## config.mk

```make
export PLATFORM = sky130hd
export DESIGN_NAME = dnc_usage_vector
export DESIGN_NICKNAME = d
export VERILOG_FILES = /design/src/design/dnc_pkg.sv /design/src/design/dnc_usage_vector.sv /design/src/design/usage_adder.sv /design/src/design/usage_frame_ctrl.sv /design/src/design/vector_multiplier.sv
export SDC_FILE = /design/constraint.sdc
export NUM_CORES = 1
export LEC_CHECK = 0
export CELL_PAD_IN_SITES_DETAIL_PLACEMENT = 1
export CELL_PAD_IN_SITES_GLOBAL_PLACEMENT = 1
export CORE_UTILIZATION = 55
export DETAILED_ROUTE_END_ITERATION = 8
export DONT_BUFFER_PORTS = 1
export GPL_ROUTABILITY_DRIVEN = 1
export PLACE_DENSITY = 0.93
export SKIP_LAST_GASP = 1
export SYNTH_ARGS = -nofsm -noshare
export SYNTH_HDL_FRONTEND = slang
export SYNTH_SLANG_ARGS = --single-unit
```

## constraint.sdc

```tcl
create_clock -name CLK -period 9 [get_ports CLK]
set_clock_uncertainty 0.2 [all_clocks]
set_input_delay 0.45 -clock CLK [delete_from_list [all_inputs] [get_ports CLK]]
set_output_delay 0.45 -clock CLK [all_outputs]
set_load 0.005 [all_outputs]
```

## src/design/dnc_pkg.sv

```systemverilog
//////////////////////////////////////////////////
// DNC usage vector package
// Fixed-point format and the stream payloads
// shared by the usage update pipeline
//////////////////////////////////////////////////

`default_nettype none

package dnc_pkg;

  // Unsigned Q0.16 fraction, all ones stands for 1.0
  localparam int DATA_W = 16;
  localparam int SIZE_W = 16;
  localparam int PROD_W = 2 * DATA_W;

  localparam logic [DATA_W-1:0] ONE_Q = '1;

  // One element of u, w and psi as it enters
  typedef struct packed {
    logic [DATA_W-1:0] u;
    logic [DATA_W-1:0] w;
    logic [DATA_W-1:0] psi;
  } usage_elem_t;

  // Updated usage leaving the block
  typedef struct packed {
    logic [DATA_W-1:0] u;
    logic              last;
  } usage_out_t;

  // Carried next to the u*w product
  typedef struct packed {
    logic [DATA_W-1:0] u;
    logic [DATA_W-1:0] w;
    logic [DATA_W-1:0] psi;
    logic              last;
  } mul1_side_t;

  // Adder operands, p is the truncated u*w
  typedef struct packed {
    logic [DATA_W-1:0] u;
    logic [DATA_W-1:0] w;
    logic [DATA_W-1:0] p;
    logic [DATA_W-1:0] psi;
    logic              last;
  } add_in_t;

  // Only the frame tag rides along with the psi product
  typedef struct packed {
    logic last;
  } mul2_side_t;

endpackage

`default_nettype wire

```

## src/design/dnc_usage_vector.sv

```systemverilog
//////////////////////////////////////////////////
// DNC usage vector update
// u_new = (u + w - u*w) * psi, one element per beat
// Frame control, then multiply, add, multiply
//////////////////////////////////////////////////

`default_nettype none

module dnc_usage_vector (
  input  wire                         CLK,
  input  wire                         RST,

  input  wire                         start_valid,
  output logic                        start_ready,
  input  wire [dnc_pkg::SIZE_W-1:0]   size_n,

  input  wire                         in_valid,
  output logic                        in_ready,
  input  wire dnc_pkg::usage_elem_t   in_elem,

  output logic                        out_valid,
  input  wire                         out_ready,
  output dnc_pkg::usage_out_t         out_elem,
  output logic                        done
);

  // Controller to first multiplier
  logic                        ctrl_valid;
  logic                        m1_ready;
  dnc_pkg::mul1_side_t         ctrl_side;

  // First multiplier to adder
  logic                        m1_valid;
  logic                        add_ready;
  logic [dnc_pkg::DATA_W-1:0]  m1_prod;
  dnc_pkg::mul1_side_t         m1_side;
  dnc_pkg::add_in_t            add_in;

  // Adder to second multiplier
  logic                        add_valid;
  logic                        m2_ready;
  logic [dnc_pkg::DATA_W-1:0]  add_sum;
  logic [dnc_pkg::DATA_W-1:0]  add_psi;
  dnc_pkg::mul2_side_t         add_side;

  // Second multiplier result
  logic [dnc_pkg::DATA_W-1:0]  m2_prod;
  dnc_pkg::mul2_side_t         m2_side;
  logic                        out_handshake;

  assign out_handshake = out_valid & out_ready;

  usage_frame_ctrl i_usage_frame_ctrl (
    .CLK           (CLK),
    .RST           (RST),
    .start_valid   (start_valid),
    .start_ready   (start_ready),
    .size_n        (size_n),
    .in_valid      (in_valid),
    .in_ready      (in_ready),
    .in_elem       (in_elem),
    .mul_valid     (ctrl_valid),
    .mul_ready     (m1_ready),
    .mul_side      (ctrl_side),
    .out_handshake (out_handshake),
    .out_last      (out_elem.last),
    .done          (done)
  );

  // u * w
  vector_multiplier #(
    .SIDE_T (dnc_pkg::mul1_side_t)
  ) i_mul_uw (
    .CLK       (CLK),
    .RST       (RST),
    .in_valid  (ctrl_valid),
    .in_ready  (m1_ready),
    .a         (ctrl_side.u),
    .b         (ctrl_side.w),
    .in_side   (ctrl_side),
    .out_valid (m1_valid),
    .out_ready (add_ready),
    .prod      (m1_prod),
    .out_side  (m1_side)
  );

  assign add_in = '{
    u:    m1_side.u,
    w:    m1_side.w,
    p:    m1_prod,
    psi:  m1_side.psi,
    last: m1_side.last
  };

  usage_adder i_usage_adder (
    .CLK       (CLK),
    .RST       (RST),
    .in_valid  (m1_valid),
    .in_ready  (add_ready),
    .in_data   (add_in),
    .out_valid (add_valid),
    .out_ready (m2_ready),
    .sum       (add_sum),
    .psi       (add_psi),
    .last      (add_side.last)
  );

  // Retention scaling
  vector_multiplier #(
    .SIDE_T (dnc_pkg::mul2_side_t)
  ) i_mul_psi (
    .CLK       (CLK),
    .RST       (RST),
    .in_valid  (add_valid),
    .in_ready  (m2_ready),
    .a         (add_sum),
    .b         (add_psi),
    .in_side   (add_side),
    .out_valid (out_valid),
    .out_ready (out_ready),
    .prod      (m2_prod),
    .out_side  (m2_side)
  );

  assign out_elem = '{
    u:    m2_prod,
    last: m2_side.last
  };

endmodule

`default_nettype wire

```

## src/design/usage_adder.sv

```systemverilog
//////////////////////////////////////////////////
// Usage adder
// sum = u + w - p, clamped to one
// psi and last pass through in the same stage
//////////////////////////////////////////////////

`default_nettype none

module usage_adder (
  input  wire                         CLK,
  input  wire                         RST,

  input  wire                         in_valid,
  output logic                        in_ready,
  input  wire dnc_pkg::add_in_t       in_data,

  output logic                        out_valid,
  input  wire                         out_ready,
  output logic [dnc_pkg::DATA_W-1:0]  sum,
  output logic [dnc_pkg::DATA_W-1:0]  psi,
  output logic                        last
);

  // One guard bit for the carry of u + w
  logic [dnc_pkg::DATA_W:0]    raw_sum;
  logic [dnc_pkg::DATA_W-1:0]  clamped;

  // p = u*w >> 16 never exceeds u or w, so no wrap below zero
  assign raw_sum = {1'b0, in_data.u} + {1'b0, in_data.w} - {1'b0, in_data.p};

  // Carry out means above one
  assign clamped = raw_sum[dnc_pkg::DATA_W] ? dnc_pkg::ONE_Q
                                             : raw_sum[dnc_pkg::DATA_W-1:0];

  assign in_ready = ~out_valid | out_ready;

  always_ff @(posedge CLK or posedge RST) begin
    if (RST) begin
      out_valid <= 1'b0;
    end else if (in_ready) begin
      out_valid <= in_valid;
    end
  end

  // Result register with its sideband
  always_ff @(posedge CLK) begin
    if (in_valid && in_ready) begin
      sum  <= clamped;
      psi  <= in_data.psi;
      last <= in_data.last;
    end
  end

endmodule

`default_nettype wire

```

## src/design/usage_frame_ctrl.sv

```systemverilog
//////////////////////////////////////////////////
// Usage frame controller
// Takes a start with N, passes N elements to the
// pipeline, tags the last one, then waits for it
// at the output and pulses done
//////////////////////////////////////////////////

`default_nettype none

module usage_frame_ctrl (
  input  wire                         CLK,
  input  wire                         RST,

  // Start command
  input  wire                         start_valid,
  output logic                        start_ready,
  input  wire [dnc_pkg::SIZE_W-1:0]   size_n,

  // Element stream from outside
  input  wire                         in_valid,
  output logic                        in_ready,
  input  wire dnc_pkg::usage_elem_t   in_elem,

  // Towards the first multiplier
  output logic                        mul_valid,
  input  wire                         mul_ready,
  output dnc_pkg::mul1_side_t         mul_side,

  // Output side observation
  input  wire                         out_handshake,
  input  wire                         out_last,
  output logic                        done
);

  typedef enum logic [1:0] {
    ST_IDLE,
    ST_STREAM,
    ST_DRAIN
  } state_t;

  state_t                      state;
  logic [dnc_pkg::SIZE_W-1:0]  size_q;
  logic [dnc_pkg::SIZE_W-1:0]  elem_cnt;
  logic                        streaming;
  logic                        in_fire;
  logic                        last_elem;

  //////////////////////////////////////////////////
  // Stream gating
  //////////////////////////////////////////////////

  assign streaming   = (state == ST_STREAM);
  assign start_ready = (state == ST_IDLE);

  // Elements only flow while the frame still expects some
  assign in_ready  = streaming & mul_ready;
  assign mul_valid = streaming & in_valid;
  assign in_fire   = mul_valid & mul_ready;

  // Count is zero based, element N sits at N-1
  assign last_elem = (elem_cnt == size_q - dnc_pkg::SIZE_W'(1));

  assign mul_side = '{
    u:    in_elem.u,
    w:    in_elem.w,
    psi:  in_elem.psi,
    last: last_elem
  };

  //////////////////////////////////////////////////
  // Frame FSM
  //////////////////////////////////////////////////

  always_ff @(posedge CLK or posedge RST) begin
    if (RST) begin
      state    <= ST_IDLE;
      size_q   <= '0;
      elem_cnt <= '0;
      done     <= 1'b0;
    end else begin
      // Single cycle pulse by default
      done <= 1'b0;
      case (state)
        ST_IDLE: begin
          if (start_valid) begin
            size_q   <= size_n;
            elem_cnt <= '0;
            state    <= ST_STREAM;
          end
        end
        ST_STREAM: begin
          if (in_fire) begin
            if (last_elem) begin
              state <= ST_DRAIN;
            end else begin
              elem_cnt <= elem_cnt + dnc_pkg::SIZE_W'(1);
            end
          end
        end
        ST_DRAIN: begin
          // Tagged beat leaving means the frame is complete
          if (out_handshake && out_last) begin
            state <= ST_IDLE;
            done  <= 1'b1;
          end
        end
        default: begin
          state <= ST_IDLE;
        end
      endcase
    end
  end

endmodule

`default_nettype wire

```

## src/design/vector_multiplier.sv

```systemverilog
//////////////////////////////////////////////////
// Fixed-point element multiplier
// prod = (a * b) >> DATA_W, truncated
// Valid/ready stream, sideband of any packed type
//////////////////////////////////////////////////

`default_nettype none

module vector_multiplier #(
  parameter type SIDE_T = logic
) (
  input  wire                         CLK,
  input  wire                         RST,

  // Operand stream
  input  wire                         in_valid,
  output logic                        in_ready,
  input  wire [dnc_pkg::DATA_W-1:0]   a,
  input  wire [dnc_pkg::DATA_W-1:0]   b,
  input  wire SIDE_T                  in_side,

  // Product stream
  output logic                        out_valid,
  input  wire                         out_ready,
  output logic [dnc_pkg::DATA_W-1:0]  prod,
  output SIDE_T                       out_side
);

  //////////////////////////////////////////////////
  // Stage one, full-width product register
  //////////////////////////////////////////////////

  logic                        s1_valid;
  logic [dnc_pkg::PROD_W-1:0]  s1_prod;
  SIDE_T                       s1_side;

  // Free slot, or the held item leaves this edge
  assign in_ready = ~s1_valid | out_ready;

  always_ff @(posedge CLK or posedge RST) begin
    if (RST) begin
      s1_valid <= 1'b0;
    end else if (in_ready) begin
      s1_valid <= in_valid;
    end
  end

  // Payload only loads on a transfer, held while stalled
  always_ff @(posedge CLK) begin
    if (in_valid && in_ready) begin
      s1_prod <= dnc_pkg::PROD_W'(a) * dnc_pkg::PROD_W'(b);
      s1_side <= in_side;
    end
  end

  //////////////////////////////////////////////////
  // Stage two, back to Q0.16
  //////////////////////////////////////////////////

  // Drop the low fraction bits, no rounding
  assign prod      = dnc_pkg::DATA_W'(s1_prod >> dnc_pkg::DATA_W);
  assign out_side  = s1_side;
  assign out_valid = s1_valid;

endmodule

`default_nettype wire

```

# Word level (Yosys, flattened, before mapping)
# Index checks and enable logic that the tools add are counted.
# W data, S select, Z words.
[word_totals]
regBits = 185
input_bits = 69
output_inout_bits = 21
wordCells = 61
[op_classes]
n_addsub = 4
n_mul = 2
n_eq_ne = 8
muxes = 11
bitwise_logic = 10
n_reduce_logical = 9
[op_table]
columns = ["operator", "n"]
rows = [
  ["$mul A16 B16 Y32", 2],
  ["$mux W16", 3],
  ["$pmux W16 S2", 1],
  ["$add A16 B16 Y17", 1],
  ["$sub A17 B16 Y17", 1],
  ["$add A16 B1 Y16 const B", 1],
  ["$eq A16 B16 Y1", 1],
  ["$sub A16 B1 Y16 const B", 1],
  ["$mux W2", 4],
  ["$ne A2 B2 Y1 const B", 4],
  ["$reduce_and A4 Y1", 2],
  ["$pmux W2 S3", 1],
  ["$and A1 B1 Y1", 4],
  ["$logic_and A1 B1 Y1", 4],
  ["$not A1 Y1", 3],
  ["$or A1 B1 Y1", 3],
  ["$eq A2 B1 Y1 const B", 1],
  ["$eq A2 B2 Y1 const B", 1],
  ["$logic_not A2 Y1", 1],
  ["$mux W1", 2],
  ["$ne A2 B1 Y1 const B", 1],
  ["$reduce_and A2 Y1", 1],
  ["$reduce_bool A2 Y1", 1],
]

# Longest topological paths before layout
[logic_depth]
ltp_word = 7
depth_mapped = 24
depth_no_buf = 23

# Hierarchy
# Synthesis repeated with hierarchy kept, for this count alone.
[hier_totals]
hier_cells = 2548
area_unflattened_um2 = 24159.4
[modules_own_cells]
columns = ["module", "instances", "cells_per_inst", "area_per_inst_um2", "seq_area_each_um2"]
rows = [
  ["vector_multiplier (i_mul_uw)", 1, 1022, 10218.6, 1976.9],
  ["vector_multiplier (i_mul_psi)", 1, 988, 8881.0, 535.5],
  ["usage_frame_ctrl", 1, 301, 2566.2, 875.8],
  ["usage_adder", 1, 235, 2479.9, 1016.0],
  ["dnc_usage_vector", 1, 2, 13.8, 0.0],
]

# Worst setup path before layout
# No wires, ideal clock.
[synth_timing]
kind = "input -> register"
startpoint = "in in_elem[17] in the netlist's numbering"
endpoint = "reg i_mul_uw.s1_prod[29] in the netlist's numbering (data pin)"
setup_time_ns = 0.262
arrival_ns = 5.744
t_required_ns = 8.538
slack_ns = 2.794
stages = 20
n_path_buf = 1
cell_sequence = "clkbuf_1 > nand2_1 > fa_1 > fa_1 > fa_1 > inv_1 > fa_1 > fa_1 > inv_1 > fa_1 > inv_1 > ha_1 > and4_1 > a221o_1 > o211ai_1 > a211oi_1 > nor3_1 > o21bai_1 > a211oi_1 > xnor2_1"
[synth_via]
elab_chain_len = 1
[synth_rtl]
columns = ["element", "line", "rtl"]
rows = [
  ["start, declared", "dnc_usage_vector.sv:19", "input wire dnc_pkg::usage_elem_t in_elem,"],
  ["$mul A16 B16 Y32", "vector_multiplier.sv:51", "s1_prod <= dnc_pkg::PROD_W'(a) * dnc_pkg::PROD_W'(b);"],
  ["end signal, assigned", "vector_multiplier.sv:51", ""],
  ["end, declared", "vector_multiplier.sv:34", "logic [dnc_pkg::PROD_W-1:0] s1_prod;"],
]
# Every way passes these cells.
# A chain may end at the register's enable or synchronous reset.

# Final worst setup path
[layout_timing]
startpoint = "reg i_usage_adder.sum[13] in the netlist's numbering"
endpoint = "reg i_mul_psi.s1_prod[31] in the netlist's numbering (data pin)"
[layout_via]
elab_chain_len = 1
[layout_rtl]
columns = ["element", "line", "rtl"]
rows = [
  ["start, declared", "usage_adder.sv:19", "output logic [dnc_pkg::DATA_W-1:0] sum,"],
  ["start signal, assigned", "usage_adder.sv:48", "sum <= clamped;"],
  ["$mul A16 B16 Y32", "vector_multiplier.sv:51", ""],
  ["end signal, assigned", "vector_multiplier.sv:51", ""],
  ["end, declared", "vector_multiplier.sv:34", ""],
]
# Every way passes these cells.

==> out/metrics.cfg <==
[floorplanning]
initial_utilization_pct = 55.8
design.die.area_um2 = 42200
fp.coreArea_um2 = 40800
floorplan.die.height_um = 206
die_width_um = 206
count_of_standard_cell_rows = 74
top_level_ports = 90

[timing]
fin_crit_ps = 6840
hold_viol_final = 0
post_route_fraction_of_the_period_consumed_by_the_critical_path_pct = 76.0
fin_hold_ws_ps = 40.0
maxSlewHeadroom_pct = 28.3
timing.setup.tns_ps = 0
final_setup_violating_endpoints = 0
transition_time_at_the_pin_with_the_least_slew_margin_ps = 1070
least_setup_slack_across_all_paths_after_layout_ps = 2160
rsz_0062_raised_after_global_routing = no
max_freq_mhz = 146
timing.final.max_slew_violations = 0

[min_path]
worst_hold_path_type = in2reg

[routing]
vias_per_cell = 5.76
remaining_drcs = 0
postRouteWirelength_um = 67700
detail_route.iter0.violations = 1115
drt-wirelength-per-cell_um = 23.4
detailroute.via_count = 16700
drtPass1Iterations = 5
antenna_violating_nets_post_route = 0

[cells_and_area]
syn2layout_area_growth_pct = 7.18
seq_area_um2 = 4400
post_route_cells_drive_above_1_share_pct = 1.91
most-common-layout-cells = 512 x inv_1, 402 x fa_1, 352 x nand2_1
layout.core_utilization_pct = 59.8
num-nets-final = 3040
multi_input_comb_area_um2 = 16100
layout_fillers = 4470
final_common_cell = inv_1

[yosys]
synth_fa_ha_area_share_pct = 47.5
syn_nets = 3033
postSynth.asyncResetShare_pct = 24.8
ffs_latches_synth = 153
synth_cells = 2341
number_of_enable_flip_flop_cells_after_synthesis = 115
yosys_warnings = 0
synth_xor_area_share_pct = 2.77
netlist-cell-type-count = 56
synth.mux.area_fraction_pct = 0.132
main_combinational_cell_family_by_area_after_synthesis = adder cells
synth_compound_area_share_pct = 4.41
synthSimpleGateAreaFrac_pct = 16.0
syn_area_um2 = 22800
avgSynthCellArea_um2 = 9.73
ys_dominant_reg_cell = edfxtp_1
synth_sequential_area_ratio_pct = 19.3

[setup_path]
setup.worst_path.start_class = register
worstPathArrival_ps = 6850
reg2reg_setup_slack_ps = 2160
worstSetupPathType = reg2reg
cp_data_required_time_ps = 9010
worst-path-max-fanout = 16
endpoint_kind = register

[cts]
cts.path.max_buffers = 2
clkLatencyLatePin_ps = 460
cts-buffers-inserted = 17
clock_sink_count = 153
cts_tree = done
cts.htree.levels = 4
clkSlewWorstSetupHoldPaths_ps = 70
cts.root.buffer_cell = clkbuf_16

[global_routing]
grt_overflow = 0
grt_use_total_pct = 34.0
first_pass_grt_wire_length_um = 108000
antenna_found_initial = 2
first_global_vias = 20000
largest_net_degree_at_the_start_of_global_routing = 70

[place]
detailedPlace.worstSlack_ps = 2160
dp_hpwl_um = 51300
port_buffers = 0
finalWeightedCongestion = 0.929

[flow_run]
max-cap-violations = 0

[outcome]
outcome = completed

-- cells in the mapped netlist (all sizes together) (2+ instances only) --
cell type  count  area share (%)
nor2b          9            0.25
a31o           2           0.077
and4           2           0.077
nor3b          2           0.066
nand2        352             5.8
clkbuf        77             1.3
a211oi         7            0.23
dfrtp         38             4.2
fa           402              35
a2111oi        3            0.12
mux2i          3            0.13
a211o          4            0.15
or2            2           0.055
or3            4            0.11
o22ai          2           0.055
a21oi         47             1.0
a21o          18            0.59
o21a           4            0.13
nand2b        17            0.47
ha           221              12
and2         241             6.6
nor4b          4            0.15
inv          513             8.5
a311oi         2           0.077
a221o          2           0.088
nor3          15            0.33
nor4          10            0.41
nand4         10            0.30
or4            5            0.16
xor2          24            0.92
buf            5            0.12
a31oi          3           0.082
a21boi         4            0.13
xnor2         48             1.8
o31ai          4            0.13
nor2          41            0.68
o21bai         3           0.099
and3           5            0.14
nand3         15            0.33
o211ai         8            0.26
edfxtp       115              15
o21ai         39            0.86
-- critical path, stage by stage, from the launching register on --
cell and delay (ps):
edfxtp_1 850, nand2_1 180, fa_1 540, fa_1 510
fa_1 530, inv_1 70, fa_1 500, fa_1 500
inv_1 50, fa_1 490, inv_1 50, ha_1 310
a21oi_1 170, o21ai_0 150, a311oi_1 340, o21ai_0 170
nand2_1 190, a21oi_1 170, a211o_1 330, a21oi_1 200
xnor2_1 80
-- final timing paths --
check / start / endpoint / cells past startpoint
max: i_usage_adder.sum[13]$_SDFFCE_PP1P_ / i_mul_psi.s1_prod[31]$_DFFE_PP_ / 20
min: out_ready / i_mul_psi.out_valid$_DFFE_PP0P_ / 2
max reg2reg: i_usage_adder.sum[13]$_SDFFCE_PP1P_ / i_mul_psi.s1_prod[31]$_DFFE_PP_ / 20
min reg2reg: i_mul_uw.out_side[13]$_DFFE_PP_ / i_usage_adder.psi[12]$_DFFE_PP_ / 0
max in group asynchronous: RST / i_usage_frame_ctrl.elem_cnt[12]$_DFFE_PP0P_ / 3
min in group asynchronous: RST / i_mul_psi.out_valid$_DFFE_PP0P_ / 3
-- cell type report --
| cell class | instances | share of cell area, % |
|---|---|---|
| Multi-Input combinational cell | 1593 | 66.1 |
| Sequential cell | 153 | 18.0 |
| Timing Repair Buffer | 70 | 2.83 |
| Inverter | 513 | 7.89 |
| Antenna cell | 1 | 0.0103 |
| Clock inverter | 10 | 0.349 |
| Tap cell | 532 | 2.73 |
| Clock buffer | 22 | 2.08 |
-- sequential cells by signal, summed over array words and instances, names as in the netlist, 2 cells and up --
| register | count |
|---|---|
| i_mul_uw.out_side | 49 |
| i_mul_psi.s1_prod | 16 |
| i_mul_uw.s1_prod | 16 |
| i_usage_adder.psi | 16 |
| i_usage_adder.sum | 16 |
| i_usage_frame_ctrl.elem_cnt | 16 |
| i_usage_frame_ctrl.size_q | 16 |
| i_usage_frame_ctrl.state | 2 |
-- logic make-up after synthesis --
logic type               after synthesis
XOR/XNOR                              72
adder cells (fa/ha/maj)              623
flip-flops                           153
AND/OR/NAND/NOR                      736
buffers and inverters                595
AO/OA/AOI/OAI                        159
multiplexers                           3
-- metrics by stage --
stage | cell area, um2 | instances
global placement | 23200 | 2795
finish | 24400 | 2894
detailed placement | 23200 | 2795
floorplan | 22800 | 2341
global route | 24400 | 2893
CTS | 24400 | 2893
-- routing by layer --
layer  global-route usage (%)  wire [um]  up-vias
met1                     38.3      24800     8624
met2                     62.7      36000      671
li1                         -          -     7149
met3                     5.21       4030      229
met4                     15.8       2900        2
met5                        0         14        -
-- timing repair --
action                    in CTS  in global routing
hold endpoints to repair     103                  0
hold buffers                  66                  0
gates resized for setup        0                  0
buffers inserted               0                  0
Power is left out: the tool's default activity adds up to more than one toggle a clock period on the data nets, which glitch-free logic cannot reach.
